**src/verilog/rx_pkg.sv**
```systemverilog
`default_nettype none

package rx_pkg;

    //////////////////////////////
    // Receive handler states
    //////////////////////////////
    typedef enum logic [1:0] {
        idle,
        push,
        drain
    } handler_state;

    //////////////////////////////
    // Host register offsets
    //////////////////////////////
    typedef enum logic [31:0] {
        CONTROL = 32'h0000_0000,
        STATUS  = 32'h0000_0004,
        DATA    = 32'h0000_0008
    } reg_addr;

    // Packet word is {slot[1:0], last, first, byte[7:0]}
    localparam int unsigned WORD_BITS = 12;

endpackage

`default_nettype wire

```
**src/verilog/cycle_timer.sv**
```systemverilog
`default_nettype none

module cycle_timer #(
    parameter int TIMEOUT_CYCLES = 15
) (
    input  logic clock,
    input  logic reset_n,
    input  logic load,
    output logic expired
);

    localparam int CNT_W = $clog2(TIMEOUT_CYCLES + 1);

    logic [CNT_W-1:0] remaining;

    // Counts down after each load, sticks at zero
    always_ff @(posedge clock or negedge reset_n) begin
        if (!reset_n) begin
            remaining <= '0;
        end else if (load) begin
            remaining <= CNT_W'(TIMEOUT_CYCLES);
        end else if (remaining != '0) begin
            remaining <= remaining - 1'b1;
        end
    end

    assign expired = (remaining == '0);

endmodule

`default_nettype wire

```
**src/verilog/rx_slot_buffer.sv**
```systemverilog
`default_nettype none

module rx_slot_buffer #(
    parameter int SLOT_DEPTH = 16
) (
    input  logic       clock,
    input  logic       reset_n,
    input  logic [7:0] slot_data,
    input  logic       slot_valid,
    output logic       slot_ready,
    output logic [7:0] byte_data,
    output logic       byte_present,
    input  logic       byte_take
);

    localparam int PTR_W = $clog2(SLOT_DEPTH);
    localparam int CNT_W = $clog2(SLOT_DEPTH + 1);

    logic [7:0]       mem [SLOT_DEPTH];
    logic [PTR_W-1:0] wr_ptr;
    logic [PTR_W-1:0] rd_ptr;
    logic [CNT_W-1:0] fill;
    logic             wr_en;
    logic             rd_en;

    assign slot_ready   = (fill != CNT_W'(SLOT_DEPTH));
    assign byte_present = (fill != '0);
    assign byte_data    = mem[rd_ptr];

    assign wr_en = slot_valid && slot_ready;
    assign rd_en = byte_take && byte_present;

    always_ff @(posedge clock) begin
        if (wr_en) begin
            mem[wr_ptr] <= slot_data;
        end
    end

    // Pointers wrap at SLOT_DEPTH, which need not be a power of two
    always_ff @(posedge clock or negedge reset_n) begin
        if (!reset_n) begin
            wr_ptr <= '0;
            rd_ptr <= '0;
            fill   <= '0;
        end else begin
            if (wr_en) begin
                wr_ptr <= (wr_ptr == PTR_W'(SLOT_DEPTH - 1)) ? '0 : wr_ptr + 1'b1;
            end
            if (rd_en) begin
                rd_ptr <= (rd_ptr == PTR_W'(SLOT_DEPTH - 1)) ? '0 : rd_ptr + 1'b1;
            end
            fill <= fill + CNT_W'(wr_en) - CNT_W'(rd_en);
        end
    end

endmodule

`default_nettype wire

```
**src/verilog/slot_receive_handler.sv**
```systemverilog
`default_nettype none

module slot_receive_handler #(
    parameter int SLOTS          = 4,
    parameter int TIMEOUT_CYCLES = 15
) (
    input  logic                    clock,
    input  logic                    reset_n,
    input  logic                    run,
    input  logic                    room,
    input  logic [SLOTS-1:0][7:0]   byte_data,
    input  logic [SLOTS-1:0]        byte_present,
    output logic [SLOTS-1:0]        byte_take,
    output logic [7:0]              push_byte,
    output logic                    push_first,
    output logic [1:0]              push_slot,
    output logic                    push_valid,
    output logic                    push_last,
    output rx_pkg::handler_state    state
);

    // Slot field width follows the packet word layout
    localparam int SLOT_BITS = rx_pkg::WORD_BITS - 10;

    logic [SLOT_BITS-1:0] scan;
    logic [SLOT_BITS-1:0] scan_next;
    logic                 first_pend;
    logic                 hit;
    logic                 take;
    logic                 timer_load;
    logic                 timer_expired;

    cycle_timer #(
        .TIMEOUT_CYCLES (TIMEOUT_CYCLES)
    ) idle_timer (
        .clock   (clock),
        .reset_n (reset_n),
        .load    (timer_load),
        .expired (timer_expired)
    );

    //////////////////////////////
    // Scan and take decisions
    //////////////////////////////
    assign scan_next = (scan == SLOT_BITS'(SLOTS - 1)) ? '0 : scan + 1'b1;
    assign hit       = run && byte_present[scan];
    assign take      = (state == rx_pkg::push) && run && room && byte_present[scan];
    assign byte_take = take ? (SLOTS'(1) << scan) : '0;

    // Reload on entry, on each byte, and while the FIFO is short of room
    assign timer_load = ((state == rx_pkg::idle) && hit) || take ||
                        ((state == rx_pkg::push) && !room);

    always_ff @(posedge clock or negedge reset_n) begin
        if (!reset_n) begin
            state      <= rx_pkg::idle;
            scan       <= '0;
            first_pend <= 1'b0;
            push_valid <= 1'b0;
            push_last  <= 1'b0;
        end else begin
            push_valid <= take;
            push_last  <= 1'b0;
            if (take) begin
                first_pend <= 1'b0;
            end
            case (state)
                rx_pkg::idle: begin
                    if (hit) begin
                        state      <= rx_pkg::push;
                        first_pend <= 1'b1;
                    end else begin
                        scan <= scan_next;
                    end
                end
                rx_pkg::push: begin
                    if (!take && timer_expired) begin
                        state <= rx_pkg::drain;
                    end
                end
                rx_pkg::drain: begin
                    // Close the packet and move on to the next slot
                    push_last <= 1'b1;
                    scan      <= scan_next;
                    state     <= rx_pkg::idle;
                end
                default: begin
                    state <= rx_pkg::idle;
                end
            endcase
        end
    end

    // Payload of the forwarded byte
    always_ff @(posedge clock) begin
        if (take) begin
            push_byte  <= byte_data[scan];
            push_first <= first_pend;
            push_slot  <= 2'(scan);
        end
    end

endmodule

`default_nettype wire

```
**src/verilog/packet_fifo.sv**
```systemverilog
`default_nettype none

module packet_fifo #(
    parameter int FIFO_DEPTH = 32
) (
    input  logic                         clock,
    input  logic                         reset_n,
    input  logic [7:0]                   push_byte,
    input  logic                         push_first,
    input  logic [1:0]                   push_slot,
    input  logic                         push_valid,
    input  logic                         push_last,
    output logic                         room,
    output logic [rx_pkg::WORD_BITS-1:0] word,
    output logic                         not_empty,
    output logic [7:0]                   count,
    input  logic                         pop
);

    localparam int PTR_W = $clog2(FIFO_DEPTH);
    localparam int CNT_W = $clog2(FIFO_DEPTH + 1);

    logic [rx_pkg::WORD_BITS-1:0] mem [FIFO_DEPTH];
    logic [PTR_W-1:0]             wr_ptr;
    logic [PTR_W-1:0]             rd_ptr;
    logic [CNT_W-1:0]             store_count;
    logic                         hold_valid;
    logic [7:0]                   hold_byte;
    logic                         hold_first;
    logic [1:0]                   hold_slot;
    logic                         wr_en;
    logic                         rd_en;

    // Held word leaves once the next word or the packet end shows up
    assign wr_en = hold_valid && (push_valid || push_last);
    assign rd_en = pop && not_empty;

    // Hold stage counts as occupied so one more push always fits
    assign room = (32'(store_count) + 32'(hold_valid) + 32'd2) <= 32'(FIFO_DEPTH);

    assign word      = mem[rd_ptr];
    assign not_empty = (store_count != '0);
    assign count     = 8'(store_count);

    always_ff @(posedge clock) begin
        if (wr_en) begin
            mem[wr_ptr] <= {hold_slot, push_last, hold_first, hold_byte};
        end
        if (push_valid) begin
            hold_byte  <= push_byte;
            hold_first <= push_first;
            hold_slot  <= push_slot;
        end
    end

    always_ff @(posedge clock or negedge reset_n) begin
        if (!reset_n) begin
            hold_valid  <= 1'b0;
            wr_ptr      <= '0;
            rd_ptr      <= '0;
            store_count <= '0;
        end else begin
            if (push_valid) begin
                hold_valid <= 1'b1;
            end else if (push_last) begin
                hold_valid <= 1'b0;
            end
            if (wr_en) begin
                wr_ptr <= (wr_ptr == PTR_W'(FIFO_DEPTH - 1)) ? '0 : wr_ptr + 1'b1;
            end
            if (rd_en) begin
                rd_ptr <= (rd_ptr == PTR_W'(FIFO_DEPTH - 1)) ? '0 : rd_ptr + 1'b1;
            end
            store_count <= store_count + CNT_W'(wr_en) - CNT_W'(rd_en);
        end
    end

endmodule

`default_nettype wire

```
**src/verilog/axil_packet_reader.sv**
```systemverilog
`default_nettype none

module axil_packet_reader (
    input  logic                         clock,
    input  logic                         reset_n,
    input  logic [31:0]                  awaddr,
    input  logic                         awvalid,
    output logic                         awready,
    input  logic [31:0]                  wdata,
    input  logic [3:0]                   wstrb,
    input  logic                         wvalid,
    output logic                         wready,
    output logic [1:0]                   bresp,
    output logic                         bvalid,
    input  logic                         bready,
    input  logic [31:0]                  araddr,
    input  logic                         arvalid,
    output logic                         arready,
    output logic [31:0]                  rdata,
    output logic [1:0]                   rresp,
    output logic                         rvalid,
    input  logic                         rready,
    output logic                         run,
    input  logic [rx_pkg::WORD_BITS-1:0] word,
    input  logic                         not_empty,
    input  logic [7:0]                   count,
    output logic                         pop
);

    logic [31:0] aw_addr;
    logic        aw_hold;
    logic [31:0] w_data;
    logic [3:0]  w_strb;
    logic        w_hold;
    logic [31:0] read_value;

    // Always OKAY, unknown offsets included
    assign bresp = 2'b00;
    assign rresp = 2'b00;

    //////////////////////////////
    // Write channels
    //////////////////////////////
    always_ff @(posedge clock or negedge reset_n) begin
        if (!reset_n) begin
            awready <= 1'b0;
            wready  <= 1'b0;
            aw_hold <= 1'b0;
            w_hold  <= 1'b0;
            bvalid  <= 1'b0;
            run     <= 1'b0;
        end else begin
            if (awready && awvalid) begin
                awready <= 1'b0;
                aw_hold <= 1'b1;
            end else if (!aw_hold && !bvalid) begin
                awready <= 1'b1;
            end
            if (wready && wvalid) begin
                wready <= 1'b0;
                w_hold <= 1'b1;
            end else if (!w_hold && !bvalid) begin
                wready <= 1'b1;
            end
            if (bvalid && bready) begin
                bvalid  <= 1'b0;
                aw_hold <= 1'b0;
                w_hold  <= 1'b0;
            end else if (aw_hold && w_hold && !bvalid) begin
                bvalid <= 1'b1;
                if (aw_addr == rx_pkg::CONTROL && w_strb[0]) begin
                    run <= w_data[0];
                end
            end
        end
    end

    always_ff @(posedge clock) begin
        if (awready && awvalid) begin
            aw_addr <= awaddr;
        end
        if (wready && wvalid) begin
            w_data <= wdata;
            w_strb <= wstrb;
        end
    end

    //////////////////////////////
    // Read channels
    //////////////////////////////
    always_comb begin
        read_value = '0;
        case (araddr)
            rx_pkg::CONTROL: read_value = {31'b0, run};
            rx_pkg::STATUS:  read_value = {16'b0, count, 7'b0, not_empty};
            rx_pkg::DATA: begin
                // Slot bits move up to 13:12
                if (not_empty) begin
                    read_value = {18'b0, word[11:10], 2'b0, word[9:0]};
                end
            end
            default: read_value = '0;
        endcase
    end

    always_ff @(posedge clock or negedge reset_n) begin
        if (!reset_n) begin
            arready <= 1'b0;
            rvalid  <= 1'b0;
            pop     <= 1'b0;
        end else begin
            pop <= 1'b0;
            if (arvalid && arready) begin
                arready <= 1'b0;
                rvalid  <= 1'b1;
                pop     <= (araddr == rx_pkg::DATA) && not_empty;
            end else begin
                if (rvalid && rready) begin
                    rvalid <= 1'b0;
                end
                if (!rvalid && !arready) begin
                    arready <= 1'b1;
                end
            end
        end
    end

    always_ff @(posedge clock) begin
        if (arvalid && arready) begin
            rdata <= read_value;
        end
    end

endmodule

`default_nettype wire

```
**src/verilog/rx_gather_top.sv**
```systemverilog
`default_nettype none

module rx_gather_top #(
    parameter int SLOTS          = 4,
    parameter int SLOT_DEPTH     = 16,
    parameter int FIFO_DEPTH     = 32,
    parameter int TIMEOUT_CYCLES = 15
) (
    input  logic                  clock,
    input  logic                  reset_n,
    input  logic [SLOTS-1:0][7:0] slot_data,
    input  logic [SLOTS-1:0]      slot_valid,
    output logic [SLOTS-1:0]      slot_ready,
    input  logic [31:0]           awaddr,
    input  logic                  awvalid,
    output logic                  awready,
    input  logic [31:0]           wdata,
    input  logic [3:0]            wstrb,
    input  logic                  wvalid,
    output logic                  wready,
    output logic [1:0]            bresp,
    output logic                  bvalid,
    input  logic                  bready,
    input  logic [31:0]           araddr,
    input  logic                  arvalid,
    output logic                  arready,
    output logic [31:0]           rdata,
    output logic [1:0]            rresp,
    output logic                  rvalid,
    input  logic                  rready
);

    logic [SLOTS-1:0][7:0]        byte_data;
    logic [SLOTS-1:0]             byte_present;
    logic [SLOTS-1:0]             byte_take;
    logic [7:0]                   push_byte;
    logic                         push_first;
    logic [1:0]                   push_slot;
    logic                         push_valid;
    logic                         push_last;
    logic                         room;
    logic                         run;
    logic [rx_pkg::WORD_BITS-1:0] word;
    logic                         not_empty;
    logic [7:0]                   count;
    logic                         pop;

    //////////////////////////////
    // Input side
    //////////////////////////////
    for (genvar s = 0; s < SLOTS; s++) begin : g_slot
        rx_slot_buffer #(
            .SLOT_DEPTH (SLOT_DEPTH)
        ) slot_buffer (
            .clock        (clock),
            .reset_n      (reset_n),
            .slot_data    (slot_data[s]),
            .slot_valid   (slot_valid[s]),
            .slot_ready   (slot_ready[s]),
            .byte_data    (byte_data[s]),
            .byte_present (byte_present[s]),
            .byte_take    (byte_take[s])
        );
    end

    slot_receive_handler #(
        .SLOTS          (SLOTS),
        .TIMEOUT_CYCLES (TIMEOUT_CYCLES)
    ) handler (
        .clock        (clock),
        .reset_n      (reset_n),
        .run          (run),
        .room         (room),
        .byte_data    (byte_data),
        .byte_present (byte_present),
        .byte_take    (byte_take),
        .push_byte    (push_byte),
        .push_first   (push_first),
        .push_slot    (push_slot),
        .push_valid   (push_valid),
        .push_last    (push_last),
        .state        ()
    );

    //////////////////////////////
    // Output side
    //////////////////////////////
    packet_fifo #(
        .FIFO_DEPTH (FIFO_DEPTH)
    ) fifo (
        .clock      (clock),
        .reset_n    (reset_n),
        .push_byte  (push_byte),
        .push_first (push_first),
        .push_slot  (push_slot),
        .push_valid (push_valid),
        .push_last  (push_last),
        .room       (room),
        .word       (word),
        .not_empty  (not_empty),
        .count      (count),
        .pop        (pop)
    );

    axil_packet_reader reader (
        .clock     (clock),
        .reset_n   (reset_n),
        .awaddr    (awaddr),
        .awvalid   (awvalid),
        .awready   (awready),
        .wdata     (wdata),
        .wstrb     (wstrb),
        .wvalid    (wvalid),
        .wready    (wready),
        .bresp     (bresp),
        .bvalid    (bvalid),
        .bready    (bready),
        .araddr    (araddr),
        .arvalid   (arvalid),
        .arready   (arready),
        .rdata     (rdata),
        .rresp     (rresp),
        .rvalid    (rvalid),
        .rready    (rready),
        .run       (run),
        .word      (word),
        .not_empty (not_empty),
        .count     (count),
        .pop       (pop)
    );

endmodule

`default_nettype wire

```
**config.mk**
```make
export PLATFORM = sky130hd
export DESIGN_NAME = rx_gather_top
export DESIGN_NICKNAME = d
export VERILOG_FILES = /design/src/verilog/rx_pkg.sv /design/src/verilog/cycle_timer.sv /design/src/verilog/rx_slot_buffer.sv /design/src/verilog/slot_receive_handler.sv /design/src/verilog/packet_fifo.sv /design/src/verilog/axil_packet_reader.sv /design/src/verilog/rx_gather_top.sv
export SDC_FILE = /design/constraint.sdc
export NUM_CORES = 1
export LEC_CHECK = 0
export ABC_AREA = 1
export BUFFER_PORTS_ARGS = -buffer_cell sky130_fd_sc_hd__buf_2
export CELL_PAD_IN_SITES_DETAIL_PLACEMENT = 0
export CELL_PAD_IN_SITES_GLOBAL_PLACEMENT = 2
export CORE_MARGIN = 3
export CORE_UTILIZATION = 25
export DETAILED_ROUTE_END_ITERATION = 8
export GPL_TIMING_DRIVEN = 0
export MAX_ROUTING_LAYER = met4
export PLACE_DENSITY_LB_ADDON = 0.1
export SYNTH_ARGS = -nofsm -noshare
export SYNTH_HDL_FRONTEND = slang
export SYNTH_SLANG_ARGS = --single-unit
export TNS_END_PERCENT = 5
```
**constraint.sdc**
```tcl
create_clock -name clock -period 8.6 [get_ports clock]
set_input_delay 1.72 -clock clock [delete_from_list [all_inputs] [get_ports clock]]
set_output_delay 1.72 -clock clock [all_outputs]
set_load 0.05 [all_outputs]
```
Word-level counts from Yosys, hierarchy flattened
Memories as Yosys holds them, arrays and structs flattened.
Index checks and enable logic that the tools add are counted.
W data, S select, Z words.
{ "classes": {"n_lt_le_gt_ge": 2, "n_shift": 1, "n_reduce_logical": 62, "n_eq_ne": 22, "bitwise": 1, "addsub": 24, "n_mux": 56} }
{ "op_table": {"columns": ["cell", "n"], "rows": [
  ["$pmux W32 S3", 1],
  ["$logic_not A32 Y1", 2],
  ["$mux W4", 11],
  ["$add A32 B2 Y32 const B", 1],
  ["$add A4 B1 Y4 const B", 8],
  ["$eq A32 B3 Y1 const B", 1],
  ["$eq A32 B4 Y1 const B", 1],
  ["$eq A4 B4 Y1 const B", 8],
  ["$le A32 B6 Y1 const B", 1],
  ["$mux W1", 32],
  ["$logic_and A1 B1 Y1", 29],
  ["$add A5 B1 Y5", 4],
  ["$ne A5 B5 Y1 const B", 4],
  ["$reduce_bool A2 Y1", 10],
  ["$reduce_bool A5 Y1", 4],
  ["$sub A5 B1 Y5", 4],
  ["$bmux W8 S2", 1],
  ["$mux W14", 1],
  ["$add A5 B1 Y5 const B", 2],
  ["$eq A5 B5 Y1 const B", 2],
  ["$mux W5", 2],
  ["$mux W2", 4],
  ["$mux W8", 1],
  ["$pmux W2 S2", 2],
  ["other kinds (21)", 32]
]} }
{ "totals": {"out_inout_bits": 45, "n_memories": 5, "ff_bits": 177, "wordCells": 214, "ramBits": 896} }
{ "memory_table": {"columns": ["memory", "words", "width", "read_ports", "rd_clocked_by_memory_dff", "write_ports", "line_no", "text"], "rows": [
  ["fifo.mem", 32, 12, 1, 0, 1, "packet_fifo.sv:23", "logic [rx_pkg::WORD_BITS-1:0] mem [FIFO_DEPTH];"],
  ["g_slot[0].slot_buffer.mem", 16, 8, 1, 0, 1, "rx_slot_buffer.sv:19", "logic [7:0] mem [SLOT_DEPTH];"],
  ["g_slot[1].slot_buffer.mem", 16, 8, 1, 0, 1, "rx_slot_buffer.sv:19", null],
  ["g_slot[2].slot_buffer.mem", 16, 8, 1, 0, 1, "rx_slot_buffer.sv:19", null],
  ["g_slot[3].slot_buffer.mem", 16, 8, 1, 0, 1, "rx_slot_buffer.sv:19", null]
]} }

Depth between registers and ports, before layout
{ "logic_depth": {"word_depth": 9, "mapped_depth": 22, "mapped_depth_nobuf": 22} }

Hierarchy
From an unflattened synthesis, not the netlist that was laid out.
{ "hier_totals": {"hier_cells": 4480, "area_unflattened_um2": 46483.3} }
{ "modules_own_cells": {"columns": ["mod", "area_per_inst_um2", "cells_each", "instances"], "rows": [
  ["rx_slot_buffer", 6412.4, 657, 4],
  ["packet_fifo", 17063.9, 1492, 1],
  ["axil_packet_reader", 2541.2, 220, 1],
  ["slot_receive_handler", 1012.2, 111, 1],
  ["cycle_timer", 216.5, 29, 1]
]} }

Worst setup path after synthesis
Ideal clock, no wire load.
{ "synth_path": {"path_kind": "flip-flop to flip-flop", "startpoint": "register fifo.store_count[0]", "endpoint": "register g_slot[1].slot_buffer.fill[4]", "arrival_ps": 3375, "path_slack_ps": 5097, "n_path_buf": 0, "synth_period_minus_slack_ps": 3503, "setup_ps": 128, "path_stages_with_launch": 23, "cell_sequence": "dfrtp_1 > ha_1 > ha_1 > inv_1 > nand2_1 > nand2_1 > inv_1 > ha_1 > nor3_2 > inv_1 > nor2_1 > nand3_1 > nand3_4 > nand4_1 > inv_1 > ha_1 > inv_1 > ha_1 > inv_1 > fa_1 > o21ai_0 > a21oi_1 > xor2_1"} }
{ "synth_via": {"elab_chain_cells": 8} }
{ "synth_rtl": {"columns": ["element", "line_no", "text"], "rows": [
  ["start, declared", "packet_fifo.sv:26", "logic [CNT_W-1:0] store_count;"],
  ["start signal, assigned", "packet_fifo.sv:74", "store_count <= store_count + CNT_W'(wr_en) - CNT_W'(rd_en);"],
  ["$add A6 B1 Y7", "packet_fifo.sv:39", "assign room = (32'(store_count) + 32'(hold_valid) + 32'd2) <= 32'(FIFO_DEPTH);"],
  ["$add A32 B2 Y32", "packet_fifo.sv:39", null],
  ["$le A32 B6 Y1", "packet_fifo.sv:39", null],
  ["$logic_and A1 B1 Y1 (2 in a row)", "slot_receive_handler.sv:47", "assign take = (state == rx_pkg::push) && run && room && byte_present[scan];"],
  ["$mux W4", "slot_receive_handler.sv:48", "assign byte_take = take ? (SLOTS'(1) << scan) : '0;"],
  ["$logic_and A1 B1 Y1", "rx_slot_buffer.sv:31", "assign rd_en = byte_take && byte_present;"],
  ["via g_slot[1].slot_buffer.rd_en", "rx_slot_buffer.sv:24", "logic rd_en;"],
  ["$sub A5 B1 Y5", "rx_slot_buffer.sv:52", "fill <= fill + CNT_W'(wr_en) - CNT_W'(rd_en);"],
  ["end signal, assigned", "rx_slot_buffer.sv:52", null],
  ["end, declared", "rx_slot_buffer.sv:22", "logic [CNT_W-1:0] fill;"]
]} }
The timed path passes the listed nets, and every way through them passes these cells.
A chain may end at the register's enable or synchronous reset.

Worst setup path after layout
{ "layout_path": {"startpoint": "register fifo.hold_valid", "endpoint": "register g_slot[1].slot_buffer.fill[4]"} }
{ "layout_via": {"elab_chain_cells": 8} }
{ "layout_rtl": {"columns": ["element", "line_no", "text"], "rows": [
  ["start, declared", "packet_fifo.sv:27", "logic hold_valid;"],
  ["start signal, assigned", "packet_fifo.sv:58", "hold_valid <= 1'b0;"],
  ["start signal, assigned", "packet_fifo.sv:64", "hold_valid <= 1'b1;"],
  ["start signal, assigned", "packet_fifo.sv:66", "hold_valid <= 1'b0;"],
  ["$add A6 B1 Y7", "packet_fifo.sv:39", null],
  ["$add A32 B2 Y32", "packet_fifo.sv:39", null],
  ["$le A32 B6 Y1", "packet_fifo.sv:39", null],
  ["$logic_and A1 B1 Y1 (2 in a row)", "slot_receive_handler.sv:47", null],
  ["$mux W4", "slot_receive_handler.sv:48", null],
  ["$logic_and A1 B1 Y1", "rx_slot_buffer.sv:31", null],
  ["via g_slot[1].slot_buffer.rd_en", "rx_slot_buffer.sv:24", null],
  ["$sub A5 B1 Y5", "rx_slot_buffer.sv:52", null]
]} }
The timed path passes the listed nets, and every way through them passes these cells.

==> impl.org <==
** Detailed routing
- The routed layout has 28,300 vias.
- After detailed routing, the number of vias per cell comes to 4.45.
- Summed over all layers, the routed wires come to 151,000 um.
- Residual DRC count :: 0
- Post-detailed-route wirelength per cell :: 23.8 um
- Number of violations reported at the end of detailed-routing iteration 0 :: 1,778
- Initial DRT Pass Iterations :: 5
- The detail route stage leaves a number of antenna-violating nets equal to 0.

** Final layout
- Fraction of final layout cells with drive strength greater than 1 :: 13.5%
- Area of all placed cells without fillers :: 52,500 um^2
- Growth of design area from synthesis to finish :: 20.0%
- The finished layout holds 6,364 standard cells, fillers aside.
- Fin nets :: 4,164
- Cells fill 30.4% of the core in the end.

** Logic synthesis
- After synthesis, the mean cell area works out to 12.1 um^2.
- The cell area that synthesis handed to floorplanning was 43,800 um^2.
- The top cell type by area accounts for 66.3% of the synthesized area.
- After synthesis, the cell types taking the most area are sky130_fd_sc_hd__edfxtp_1, sky130_fd_sc_hd__nor2_1, sky130_fd_sc_hd__dfrtp_1.
- Number of storage elements in the synthesis netlist :: 1,055
- Most frequently used flop master after synthesis :: sky130_fd_sc_hd__edfxtp_1
- Counting flops with an async set or reset pin after synthesis yields a share of 8.44%.
- Number of flops mapped to enable cells by yosys :: 966
- sky130_fd_sc_hd__edfxtp_1 is the most common cell in the netlist.
- For this run, the register share of the synthesized area comes to 71.4%.
- Sorting the synthesized cells by how often they occur yields sky130_fd_sc_hd__edfxtp_1, sky130_fd_sc_hd__nor2_1, sky130_fd_sc_hd__nand2_1, sky130_fd_sc_hd__o21ai_0, sky130_fd_sc_hd__nand3_1.
- During synthesis, Yosys emitted a total of 0 warnings.
- Counting distinct cell types in the post-synthesis netlist gives 44.
- In the synthesized netlist, the number of instances is 3,619.
- Post-synth top area cell :: sky130_fd_sc_hd__edfxtp_1

** Worst setup path
- The worst setup path is launched from a flip-flop.
- Data arrival time of the critical path :: 4810 ps
- On the worst path, the slowest cell contributes a delay of 420 ps.
- On the critical path, the stage with the largest delay is an instance of sky130_fd_sc_hd__fa_1.
- For the worst setup path, the data required time is 9230 ps.
- STA classifies the critical path endpoint as a flip-flop.
- On the critical path the largest part of the delay comes from adder cells.
- CP dominant cell by count :: sky130_fd_sc_hd__inv_1
- Top fanout value on the critical path :: 6
- CP Cell Sequence :: ha_1, ha_1, inv_1, nand2_1, nand2_1, inv_1, ha_1, nor3_2, inv_1, nor2_1, nand3_1, nand3_4, nand4_1, inv_1, ha_1, inv_1, ha_1, inv_1, fa_1, o21ai_0, a21oi_1, xor2_1
- The critical path in this run is classified as flip-flop to flip-flop.
- Together, buffers and inverters on the worst path number 6.

** Floorplan
- Site Rows :: 152
- The total area inside the core boundary comes to 173,000 um^2.
- I/O pin cnt :: 188
- Width of the die :: 424 um
- For this configuration, the core starts out at a cell density of 25.3%.
- Die area :: 180,000 um^2
- From bottom edge to top edge, the die measures 424 um.

** Clock tree
- Clock-pin slew on the worst setup and hold paths :: 50 ps
- Max H-tree Level :: 4
- TritonCTS clock tree :: done
- Count of cells resized by post-cts repair :: 0
- TritonCTS created 133 clock buffers.
- Clock Sinks :: 1,055
- Post-CTS Setup Inserts :: 0
- Clock buffer depth :: 3
- Clock tree synthesis selected as its root buffer the cell sky130_fd_sc_hd__clkbuf_16.
- Clock latency reported for the late side of the worst-skew pair :: 760 ps
- In this run, post-CTS hold repair placed 0 buffers.

** Global route
- Initial antenna violation count :: 3
- Entering global routing, the biggest net connects 67 pins.
- Vias in the first global route :: 28,600
- For this run, the total global-route usage over all layers was measured as 17.2%.
- Total gr overflow :: 0
- Wire length of the first global-routing pass :: 215,000 um

** Placement
- Total placed instance area :: 48,200 um^2
- Cells after DPL :: 6,118
- Weighted congestion at the end of routability-driven global placement :: 0.752
- Final HPWL DP :: 104,000 um
- Buffers on Ports :: 131
- Timing analysis after detailed placement gives a worst setup slack of 4290 ps.

** Timing
- The final number of hold-violating endpoints is 0.
- For this run, the top clock speed supported by timing is 0.239 GHz.
- At the pin with the least slew margin, the transition time is 1360 ps.
- Pins Over Slew Limit :: 0
- The smallest clock period supported by the final layout is computed as 4190 ps.
- Setup violations remaining at the end of the flow were counted as 0.
- Period utilization :: 48.7%
- Minimum setup slack in the final design :: 4410 ps
- Total negative slack for setup checks :: 0 ps
- Max-slew headroom at the worst pin :: 9.66%
- Unrepaired setup endpoints after global routing :: no
- On the final layout, the worst clock skew is 27.4 ps.
- Final hold slack :: 412 ps

** Power
- Leakage power figure :: 18.6 nW
- Power comes to 12.2 mW.
- IR analysis of the VDD net gives a maximum drop of 0.000196 V.
- Power density over the cells :: 231 nW/um^2

** Run status
- Run status :: completed

** Hold path
- Worst hold-check path type :: flip-flop to flip-flop

** Run
- Across the run, the number of max-cap violations was 0.
## layout by cell type (no fill, tap or decap), types with 6 or more instances in the layout
cell	netlist	layout
sky130_fd_sc_hd__edfxtp_1	966	966
sky130_fd_sc_hd__nor2_1	601	573
sky130_fd_sc_hd__nand2_1	520	520
sky130_fd_sc_hd__o21ai_0	389	389
sky130_fd_sc_hd__nand3_1	266	266
sky130_fd_sc_hd__buf_2	84	214
sky130_fd_sc_hd__inv_1	138	138
sky130_fd_sc_hd__clkbuf_16	0	138
sky130_fd_sc_hd__clkbuf_1	64	105
sky130_fd_sc_hd__dfrtp_1	89	89
sky130_fd_sc_hd__o211ai_1	72	72
sky130_fd_sc_hd__ha_1	72	72
sky130_fd_sc_hd__a21oi_1	53	53
sky130_fd_sc_hd__buf_4	42	42
sky130_fd_sc_hd__o22ai_1	40	40
sky130_fd_sc_hd__o221ai_1	37	37
sky130_fd_sc_hd__o21ai_1	31	31
sky130_fd_sc_hd__clkinv_1	9	30
sky130_fd_sc_hd__nor2_2	2	30
sky130_fd_sc_hd__xor2_1	24	24
sky130_fd_sc_hd__conb_1	1	22
sky130_fd_sc_hd__buf_8	0	20
sky130_fd_sc_hd__nand4_1	18	18
sky130_fd_sc_hd__or2_2	15	15
sky130_fd_sc_hd__buf_6	7	13
sky130_fd_sc_hd__clkinv_2	0	13
sky130_fd_sc_hd__buf_16	0	13
sky130_fd_sc_hd__a31oi_1	12	12
sky130_fd_sc_hd__bufinv_16	0	12
sky130_fd_sc_hd__nor3_1	14	10
sky130_fd_sc_hd__nor4_1	8	8
sky130_fd_sc_hd__buf_1	6	6
## path summary, 6_finish.rpt
check,startpoint,endpoint,slack [ps],depth (start not counted)
min reg2reg,handler.push_byte[0],fifo.hold_byte[0],410,0
min in group asynchronous,reset_n,g_slot[0].slot_buffer.wr_ptr[3],820,1
max reg2reg,fifo.hold_valid,g_slot[1].slot_buffer.fill[4],4410,22
max in group asynchronous,reset_n,reader.pop,7030,2
max,fifo.hold_valid,g_slot[1].slot_buffer.fill[4],4410,22
min,handler.push_byte[0],fifo.hold_byte[0],410,0
## final cells by class
class                   instances  area, um^2
multi-input cells            2228       11100
flip-flops and latches       1055       31200
inverters                     152         571
well taps                    2310        2890
repair buffers                169        1380
clock inverters                59         652
plain buffers                 205        1090
diodes                          3        7.51
clock buffers                 183        3660
fillers                     17700      120000
## state kept, by name, indices dropped and copies added, names as in the netlist, 8 cells and up
name                       count
reader.aw_addr                32
g_slot.slot_buffer.wr_ptr     16
handler.push_byte              8
fifo.hold_byte                 8
reader.rdata                  14
g_slot.slot_buffer.fill       20
g_slot.slot_buffer.rd_ptr     16
fifo.mem                     384
g_slot.slot_buffer.mem       512
## worst register-to-register path: cells and delay by family, from the launching register on
family,cells,cell delay [ps]
adder cells (fa/ha/maj),6,1640
flip-flops,1,400
AO/OA/AOI/OAI,2,320
XOR/XNOR,1,140
buffers and inverters,6,580
AND/OR/NAND/NOR,7,990
## report_power, final
group	leakage [nW]	internal [mW]	total, mW	switching (mW)
Combinational	6.77	0.181	0.685	0.503
Clock	2.09	3.34	5.59	2.25
Sequential	9.69	5.80	5.88	0.0850
## cells by family after synthesis
| kind of cell | after synthesis | share of synthesized area (%) |
|---|---|---|
| AND/OR/NAND/NOR | 1460 | 13.8 |
| flip-flops | 1055 | 71.4 |
| AO/OA/AOI/OAI | 640 | 8.23 |
| buffers and inverters | 357 | 3.79 |
| adder cells (fa/ha/maj) | 77 | 2.29 |
| XOR/XNOR | 29 | 0.580 |
| other | 1 | 0.00857 |
## layer usage
metal	track usage, %	vias up	share of wire, %
met2	27.7	578	48
met1	22.2	14000	45
met3	2.73	192	3.8
li1	-	13500	-
met5	-	-	0
met4	5.30	0	2.8
No activity file was read; power rests on OpenSTA's default activity.
